**src/hw/mapper_pkg.sv**
```systemverilog
package mapper_pkg;

    // cpu bus geometry
    // word address, bit 1 of the byte address is the lsb
    localparam int unsigned addr_w = 23;
    localparam int unsigned data_w = 16;

    // register file layout
    localparam int unsigned num_regions = 8;
    localparam int unsigned reg_count = 32;
    // byte handed over to the sound cpu
    localparam int unsigned snd_latch_idx = 3;
    // region r: size/wait byte at base+2r, base byte at base+2r+1
    localparam int unsigned region_reg_base = 16;

    // function code seen on an interrupt acknowledge cycle
    localparam logic [2:0] fc_iack = 3'b111;

    // region numbering follows the board memory map
    typedef enum logic [2:0] {
        rgn_prog_rom  = 3'd0,
        rgn_unused1   = 3'd1,
        rgn_unused2   = 3'd2,
        rgn_work_ram  = 3'd3,
        rgn_text_ram  = 3'd4,
        rgn_obj_ram   = 3'd5,
        rgn_color_ram = 3'd6,
        rgn_io        = 3'd7
    } region_e;

    // kind of bus cycle, iack overrides read/write
    typedef enum logic [1:0] {
        acc_read  = 2'd0,
        acc_write = 2'd1,
        acc_iack  = 2'd2
    } acc_e;

    // wait stage fsm
    typedef enum logic [1:0] {
        ws_idle  = 2'd0,
        ws_count = 2'd1,
        ws_ext   = 2'd2,
        ws_ack   = 2'd3
    } wait_state_e;

    // one cpu bus cycle as presented with req
    typedef struct packed {
        logic [addr_w:1]   addr;
        logic [data_w-1:0] wdata;
        logic              write;
        logic [2:0]        fc;
    } bus_req_t;

    // decode result handed to the wait stage
    typedef struct packed {
        acc_e       kind;
        logic       hit;
        region_e    region;
        logic [1:0] wait_code;
        // register write target for unmatched writes
        logic [4:0] reg_idx;
        logic [7:0] wbyte;
    } dec_t;

    // per region view of the register file
    typedef struct packed {
        logic [7:0] base;
        logic [1:0] size;
        logic [1:0] wait_code;
    } region_cfg_t;

    // reported with every ack
    typedef struct packed {
        logic    hit;
        region_e region;
        acc_e    kind;
    } map_rsp_t;

endpackage
```
**src/hw/bus_mapper.sv**
```systemverilog
module bus_mapper
    import mapper_pkg::*;
(
    input  logic       clk,
    input  logic       rst,
    input  logic       req,
    input  bus_req_t   bus_req,
    input  logic       ext_ready,
    input  logic       vint,
    input  logic       snd_rd,
    output logic       ack,
    output map_rsp_t   rsp,
    output logic [7:0] snd_dout,
    output logic       snd_full,
    output logic       irq_pending
);

    // decode to wait stage
    logic        dec_valid;
    dec_t        dec;
    // region table from the register file
    region_cfg_t cfg [num_regions];
    // commits out of the wait stage
    logic        reg_commit;
    logic        iack_commit;
    logic [4:0]  reg_idx;
    logic [7:0]  wbyte;

    // capture and prioritized match
    region_decode region_decode_inst (
        .clk       (clk),
        .rst       (rst),
        .req       (req),
        .ack       (ack),
        .bus_req   (bus_req),
        .cfg       (cfg),
        .dec_valid (dec_valid),
        .dec       (dec)
    );

    // wait states and the ack handshake
    wait_state_gen wait_state_gen_inst (
        .clk         (clk),
        .rst         (rst),
        .req         (req),
        .dec_valid   (dec_valid),
        .dec         (dec),
        .ext_ready   (ext_ready),
        .ack         (ack),
        .rsp         (rsp),
        .reg_commit  (reg_commit),
        .iack_commit (iack_commit),
        .reg_idx     (reg_idx),
        .wbyte       (wbyte)
    );

    mapper_regs mapper_regs_inst (
        .clk      (clk),
        .rst      (rst),
        .commit   (reg_commit),
        .reg_idx  (reg_idx),
        .wbyte    (wbyte),
        .snd_rd   (snd_rd),
        .cfg      (cfg),
        .snd_dout (snd_dout),
        .snd_full (snd_full)
    );

    // vblank interrupt
    irq_ctrl irq_ctrl_inst (
        .clk         (clk),
        .rst         (rst),
        .vint        (vint),
        .iack_commit (iack_commit),
        .irq_pending (irq_pending)
    );

endmodule

```
**src/hw/irq_ctrl.sv**
```systemverilog
module irq_ctrl
    import mapper_pkg::*;
(
    input  logic clk,
    input  logic rst,
    input  logic vint,
    input  logic iack_commit,
    output logic irq_pending
);

    // vint sampled, then delayed once for the edge check
    logic vint_q;
    logic vint_d;
    logic vint_rise;

    assign vint_rise = vint_q && !vint_d;

    always_ff @(posedge clk or posedge rst) begin
        if (rst) begin
            vint_q      <= 1'b0;
            vint_d      <= 1'b0;
            irq_pending <= 1'b0;
        end else begin
            vint_q <= vint;
            vint_d <= vint_q;
            // acknowledge wins over a fresh edge
            if (iack_commit) begin
                irq_pending <= 1'b0;
            end else if (vint_rise) begin
                // level 4 request toward the cpu
                irq_pending <= 1'b1;
            end
        end
    end

endmodule

```
**src/hw/wait_state_gen.sv**
```systemverilog
module wait_state_gen
    import mapper_pkg::*;
(
    input  logic       clk,
    input  logic       rst,
    input  logic       req,
    input  logic       dec_valid,
    input  dec_t       dec,
    input  logic       ext_ready,
    output logic       ack,
    output map_rsp_t   rsp,
    output logic       reg_commit,
    output logic       iack_commit,
    output logic [4:0] reg_idx,
    output logic [7:0] wbyte
);

    wait_state_e state;
    // decode held for the length of the wait
    dec_t        cur;
    // live view, straight from decode while idle
    dec_t        cur_d;
    logic [1:0]  cnt;
    // ack goes high on this edge
    logic        fire;

    assign cur_d = (state == ws_idle) ? dec : cur;

    always_comb begin
        fire = 1'b0;
        case (state)
            ws_idle: begin
                // code 0 acks at once, code 3 may already see ready
                fire = dec_valid && ((dec.wait_code == 2'd0) ||
                                     ((dec.wait_code == 2'd3) && ext_ready));
            end
            ws_count: fire = (cnt == 2'd0);
            ws_ext:   fire = ext_ready;
            default:  fire = 1'b0;
        endcase
    end

    // commits line up with the edge that raises ack
    assign reg_commit  = fire && (cur_d.kind == acc_write) && !cur_d.hit;
    assign iack_commit = fire && (cur_d.kind == acc_iack);
    assign reg_idx     = cur_d.reg_idx;
    assign wbyte       = cur_d.wbyte;

    always_ff @(posedge clk or posedge rst) begin
        if (rst) begin
            state <= ws_idle;
            ack   <= 1'b0;
            cnt   <= '0;
        end else if (fire) begin
            ack   <= 1'b1;
            state <= ws_ack;
        end else begin
            case (state)
                ws_idle: begin
                    if (dec_valid && (dec.wait_code == 2'd3)) begin
                        state <= ws_ext;
                    end else if (dec_valid) begin
                        // codes 1 and 2, one edge already spent here
                        cnt   <= dec.wait_code - 2'd1;
                        state <= ws_count;
                    end
                end
                ws_count: cnt <= cnt - 2'd1;
                // hold until external ready
                ws_ext: state <= ws_ext;
                ws_ack: begin
                    // four-phase release
                    if (!req) begin
                        ack   <= 1'b0;
                        state <= ws_idle;
                    end
                end
                default: state <= ws_idle;
            endcase
        end
    end

    always_ff @(posedge clk) begin
        if ((state == ws_idle) && dec_valid) begin
            cur <= dec;
        end
        if (fire) begin
            rsp <= '{hit: cur_d.hit, region: cur_d.region, kind: cur_d.kind};
        end
    end

    // ack only answers a pending request
    a_ack_req: assert property (@(posedge clk) disable iff (rst) $rose(ack) |-> $past(req));

    // decode issues at most one transfer at a time
    a_dec_idle: assert property (
        @(posedge clk) disable iff (rst)
        dec_valid |-> state == ws_idle
    );

    a_one_commit: assert property (
        @(posedge clk) disable iff (rst)
        !(reg_commit && iack_commit)
    );

endmodule

```
**src/hw/region_decode.sv**
```systemverilog
module region_decode
    import mapper_pkg::*;
(
    input  logic        clk,
    input  logic        rst,
    input  logic        req,
    input  logic        ack,
    input  bus_req_t    bus_req,
    input  region_cfg_t cfg [num_regions],
    output logic        dec_valid,
    output dec_t        dec
);

    // captured request, stage 1
    bus_req_t               req_q;
    logic                   busy;
    logic                   cap_valid;
    logic                   sample;
    // stage 2 decode terms
    acc_e                   kind;
    logic [num_regions-1:0] match;
    logic                   hit;
    region_e                win;

    // compare the address top bits against a region base
    // size code picks how many base bits take part
    function automatic logic base_match(input logic [7:0] top, input region_cfg_t c);
        case (c.size)
            2'd0:    return top == c.base;
            2'd1:    return top[7:1] == c.base[7:1];
            2'd2:    return top[7:3] == c.base[7:3];
            default: return top[7:5] == c.base[7:5];
        endcase
    endfunction

    // one sample per handshake, held off until ack was seen
    assign sample = req && !ack && !busy;

    always_ff @(posedge clk or posedge rst) begin
        if (rst) begin
            busy      <= 1'b0;
            cap_valid <= 1'b0;
            dec_valid <= 1'b0;
        end else begin
            cap_valid <= sample;
            dec_valid <= cap_valid;
            if (sample) begin
                busy <= 1'b1;
            end else if (ack) begin
                busy <= 1'b0;
            end
        end
    end

    always_comb begin
        kind = (req_q.fc == fc_iack) ? acc_iack : (req_q.write ? acc_write : acc_read);
        // iack never lands in a region
        for (int r = 0; r < num_regions; r++) begin
            match[r] = (kind != acc_iack) && base_match(req_q.addr[addr_w -: 8], cfg[r]);
        end
        hit = |match;
        // walk down so the lowest index is left standing
        win = rgn_prog_rom;
        for (int r = num_regions - 1; r >= 0; r--) begin
            if (match[r]) begin
                win = region_e'(3'(r));
            end
        end
    end

    // payload only, qualified by the valid bits above
    always_ff @(posedge clk) begin
        if (sample) begin
            req_q <= bus_req;
        end
        if (cap_valid) begin
            dec.kind      <= kind;
            dec.hit       <= hit;
            dec.region    <= win;
            // misses run as the shortest wait
            dec.wait_code <= hit ? cfg[win].wait_code : 2'd0;
            dec.reg_idx   <= req_q.addr[5:1];
            dec.wbyte     <= req_q.wdata[7:0];
        end
    end

endmodule

```
**src/hw/mapper_regs.sv**
```systemverilog
module mapper_regs
    import mapper_pkg::*;
(
    input  logic        clk,
    input  logic        rst,
    input  logic        commit,
    input  logic [4:0]  reg_idx,
    input  logic [7:0]  wbyte,
    input  logic        snd_rd,
    output region_cfg_t cfg [num_regions],
    output logic [7:0]  snd_dout,
    output logic        snd_full
);

    // byte wide mapper registers
    logic [7:0] regs [reg_count];
    // write landing in the sound latch
    logic       snd_wr;

    assign snd_wr = commit && (reg_idx == 5'(snd_latch_idx));

    // register writes come only from unmatched cpu writes
    always_ff @(posedge clk or posedge rst) begin
        if (rst) begin
            for (int i = 0; i < reg_count; i++) begin
                regs[i] <= '0;
            end
        end else if (commit) begin
            regs[reg_idx] <= wbyte;
        end
    end

    // latch full flag toward the sound cpu
    // a new byte beats a read in the same cycle
    always_ff @(posedge clk or posedge rst) begin
        if (rst) begin
            snd_full <= 1'b0;
        end else if (snd_wr) begin
            snd_full <= 1'b1;
        end else if (snd_rd) begin
            snd_full <= 1'b0;
        end
    end

    assign snd_dout = regs[snd_latch_idx];

    // unpack the region table
    // wait code in bits 3:2 and size code in bits 1:0 of the size/wait byte
    always_comb begin
        for (int r = 0; r < num_regions; r++) begin
            cfg[r].base      = regs[region_reg_base + 2 * r + 1];
            cfg[r].size      = regs[region_reg_base + 2 * r][1:0];
            cfg[r].wait_code = regs[region_reg_base + 2 * r][3:2];
        end
    end

    // the wait stage must only commit a known, in-range index
    a_commit_idx: assert property (
        @(posedge clk) disable iff (rst)
        commit |-> !$isunknown(reg_idx) && (32'(reg_idx) < reg_count)
    );

endmodule

```
**config.mk**
```make
export PLATFORM = sky130hd
export DESIGN_NAME = bus_mapper
export DESIGN_NICKNAME = d
export VERILOG_FILES = /design/src/hw/mapper_pkg.sv /design/src/hw/bus_mapper.sv /design/src/hw/irq_ctrl.sv /design/src/hw/wait_state_gen.sv /design/src/hw/region_decode.sv /design/src/hw/mapper_regs.sv
export SDC_FILE = /design/constraint.sdc
export NUM_CORES = 1
export LEC_CHECK = 0
export BUFFER_PORTS_ARGS = -buffer_cell sky130_fd_sc_hd__buf_4
export CORE_MARGIN = 5
export CORE_UTILIZATION = 40
export CTS_BUF_LIST = sky130_fd_sc_hd__clkbuf_4 sky130_fd_sc_hd__clkbuf_8
export DETAILED_ROUTE_END_ITERATION = 10
export PLACE_DENSITY_LB_ADDON = 0.3
export SYNTH_ARGS = -nofsm -noshare
export SYNTH_HDL_FRONTEND = slang
export SYNTH_SLANG_ARGS = --single-unit
```
**constraint.sdc**
```tcl
create_clock -name clk -period 5.8 [get_ports clk]
set_input_delay 1.74 -clock clk [delete_from_list [all_inputs] [get_ports clk]]
set_output_delay 1.74 -clock clk [all_outputs]
set_load 0.01 [all_outputs]
```
==> impl_metrics.csv <==
group,metric,value,unit
critical_path,r2r_slack,1920,ps
cells_and_area,diodes,0,
cells_and_area,fill_cells,1795,
detailed_routing,drc_errors,0,
global_route,gr-usage-all-layers,0.153,
floorplan,die_area,23200,um2
sta,hold_viol,0,
critical_path,critPathMaxFanout,30,
cells_and_area,nNetsFinal,656,
sta,fmax,257,MHz
critical_path,path_cells,"nor2_4, and2_1, buf_4, a211o_2, nor3b_4, nand2_2, or3_1, mux2_4",
critical_path,reg2reg_to,"mapper_regs_inst.snd_dout[6]",
cells_and_area,layout_common_cells,"dfrtp_1 (116), mux2_2 (110), edfxtp_1 (71)",
sta,worst_pin_slew,1010,ps
critical_path,end_kind,"flop",
clocking,cts_post_setup_buffers_inserted,0,
clocking,clockRootBuffer,"clkbuf_8",
floorplan,core,20100,um2
cells_and_area,utilization,0.451,
detailed_routing,routed_via_density,5.18,
critical_path,crit_end,"mapper_regs_inst.snd_dout[6]",
detailed_routing,ant_nets,0,
critical_path,crit_type,"flop to flop",
detailed_routing,vias,4612,
global_route,antenna_found_initial,0,
sta,period_minus_slack,3880,ps
floorplan,die-width,152,um
place,place_area,8720,um2
floorplan,chipHeight,152,um
place,hpwlAfterDp,11500,um
critical_path,regToRegStartpoint,"wait_state_gen_inst.state[0]",
logic_synthesis,synth-edff-count,71,
critical_path,reg2regPathDepth,8,
sta,setup_viol,0,
logic_synthesis,ys_seq_elements,187,
global_route,grt_pass1_vias,4904,
power_and_ir_drop,power_leakage,0.00394,uW
flow_run,drv_cap,0,
critical_path,crit_arrival,4230,ps
critical_path,startpoint_type,"flop",
run_status,outcome,"completed",
sta,worst_slack,1920,ps
place,place.gp.congestion,0.789,
global_route,grt_pass1_wl,27400,um
detailed_routing,first_pass_iters,5,
clocking,cts_tree,"built",
logic_synthesis,yosysUniqueCellTypes,52,
sta,post-route-period-util,0.670,
clocking,cts_resized,0,
clocking,clockBufferDepth,2,
global_route,grt_max_degree,79,
critical_path,worstPathRequired,6150,ps
clocking,h-tree-depth,4,
place,port_buffers,47,
floorplan,io_pins,66,
logic_synthesis,synth_cells,556,
min_path,hold_class,"flop to flop",
sta,relSlewSlack,0.327,
sta,rsz0062_at_grt,"false",
cells_and_area,finalInstanceArea,9070,um2
logic_synthesis,synthArstFlopShare,0.620,
clocking,cts.clk_slew.worst_paths,90,ps
detailed_routing,routed_wl,17100,um
sta,fin_tns_setup,0,ps
cells_and_area,final_common_cell,"dfrtp_1",
logic_synthesis,synth_flop_cell,"dfrtp_1",
clocking,cts_buffers,17,
place,placed_cells,858,
cells_and_area,layoutNonFillerInstCount,890,
detailed_routing,first_iter_violations,389,
logic_synthesis,yosysWarningCount,0,
global_route,grt_overflow,0,
sta,final-max-slew-violation-count,0,
cells_and_area,drive_gt1_frac,0.350,
critical_path,slowest_stage,"nor2_4",
floorplan,initial_utilization,0.403,
power_and_ir_drop,ir_drop,193,uV
critical_path,startpoint,"wait_state_gen_inst.state[0]",
clocking,cts_hold_buf,0,
logic_synthesis,synth_area,8100,um2
power_and_ir_drop,p_per_area,362,nW/um2
sta,finalClockSkew,16.0,ps
place,pre_cts_ws,1840,ps
cells_and_area,synthToLayoutAreaGrowth,12.0,%
floorplan,num_rows,52,
clocking,clock-sinks,187,
detailed_routing,routedWlPerCell,19.2,um
clocking,insertion_delay,470,ps
logic_synthesis,ys_seq_area_frac,0.622,
critical_path,critical_path.max_stage_delay,730,ps
logic_synthesis,synth.net_count,605,
logic_synthesis,syn_area_per_cell,14.6,um2
==> area by class of cell <==
type	instances	area (um2)	area share
Sequential cell	187	5030	0.555
Clock inverter	12	92.6	0.0102
Inverter	10	40.0	0.00442
Timing Repair Buffer	50	375	0.0414
Clock buffer	20	256	0.0283
Tap cell	270	338	0.0373
Multi-Input combinational cell	341	2930	0.323
==> report_power, final <==
part           internal, uW  total (uW)  switching [uW]  leakage [uW]
Combinational           308         659             351       0.00152
Sequential             1620        1830             205       0.00225
Clock                   315         789             475      0.000172
Total                  2250        3280            1030       0.00394
==> Yosys cell counts, types with 2 or more instances <==
cell type | count | area [um2]
nor3_1 | 8 | 40.0
dfrtp_1 | 116 | 2900
a21oi_1 | 5 | 25.0
nor3b_2 | 2 | 25.0
nand2_1 | 19 | 71.3
mux2_2 | 110 | 1240
and2_1 | 3 | 18.8
nor4b_1 | 2 | 17.5
inv_1 | 9 | 33.8
xor2_1 | 31 | 272
nor3b_1 | 5 | 37.5
nor2_2 | 8 | 50.1
o21a_1 | 2 | 15.0
a31oi_1 | 4 | 25.0
o21ai_0 | 16 | 80.1
a2111oi_0 | 2 | 17.5
o31a_1 | 2 | 17.5
o211a_1 | 11 | 110
a222oi_1 | 2 | 20.0
mux2_4 | 8 | 120
edfxtp_1 | 71 | 2130
nand3_1 | 11 | 55.1
xnor2_1 | 34 | 298
nand2b_1 | 3 | 18.8
buf_2 | 11 | 55.1
nor4_1 | 3 | 18.8
mux2i_1 | 2 | 20.0
clkbuf_1 | 4 | 15.0
o2111ai_1 | 4 | 35.0
buf_6 | 2 | 22.5
o21ai_1 | 3 | 15.0
nand3b_1 | 2 | 15.0
nor2_1 | 20 | 75.1
o211ai_1 | 3 | 22.5
==> cells by family (layout without fill, tap and decap cells) <==
family                 after synthesis  count (layout)  synth area share
AO/OA/AOI/OAI                       64              64            0.0590
XOR/XNOR                            65              65            0.0703
AND/OR/NAND/NOR                     92              92            0.0615
flip-flops                         187             187             0.622
multiplexers                       120             120             0.170
buffers and inverters               28              92            0.0170
==> metrics by stage <==
| step | total power, uW | hold WS, ps |
|---|---|---|
| 3_5_place_dp | 2530 | 365 |
| 3_3_place_gp | 2490 | 358 |
| 6_report | 3280 | 384 |
| 2_1_floorplan | 2280 | 354 |
| 4_1_cts | 3310 | 387 |
| 5_1_grt | 3450 | 413 |
==> state kept, by name, indices dropped and copies added, names as in the netlist, 2 cells and up <==
register,flops
wait_state_gen_inst.rsp,6
wait_state_gen_inst.state,2
mapper_regs_inst.snd_dout,8
wait_state_gen_inst.cnt,2
mapper_regs_inst.cfg,96
wait_state_gen_inst.cur,19
region_decode_inst.req_q,25
region_decode_inst.dec,21
==> worst max-delay path, delay by kind of cell, from the launching register on <==
kind            cells  cell delay, ps
compound gates      1             350
flops               1             560
simple gates        5            2130
buf+inv             1             300
mux                 1             410
==> routing by layer <==
| metal | vias up | GRT usage | share of wire |
|---|---|---|---|
| met5 | - | 0 | 0 |
| met4 | 0 | 0.0548 | 0.025 |
| met3 | 28 | 0.0398 | 0.042 |
| met2 | 99 | 0.254 | 0.49 |
| met1 | 2363 | 0.194 | 0.44 |
| li1 | 2122 | - | - |
==> worst min-delay path by stage <==
| stage | from | endpoint | slack [ps] | cells after the start |
|---|---|---|---|---|
| final | irq_ctrl_inst.vint_q | irq_ctrl_inst.vint_d | 380 | 0 |
| after detailed placement | irq_ctrl_inst.vint_q | irq_ctrl_inst.vint_d | 360 | 0 |
| after CTS | irq_ctrl_inst.vint_q | irq_ctrl_inst.vint_d | 390 | 0 |
| after global routing | irq_ctrl_inst.vint_q | irq_ctrl_inst.vint_d | 410 | 0 |
| after global placement | irq_ctrl_inst.vint_q | irq_ctrl_inst.vint_d | 360 | 0 |
| after floorplan | irq_ctrl_inst.vint_q | irq_ctrl_inst.vint_d | 350 | 0 |
Note: power is estimated with default switching activity, not from simulation.
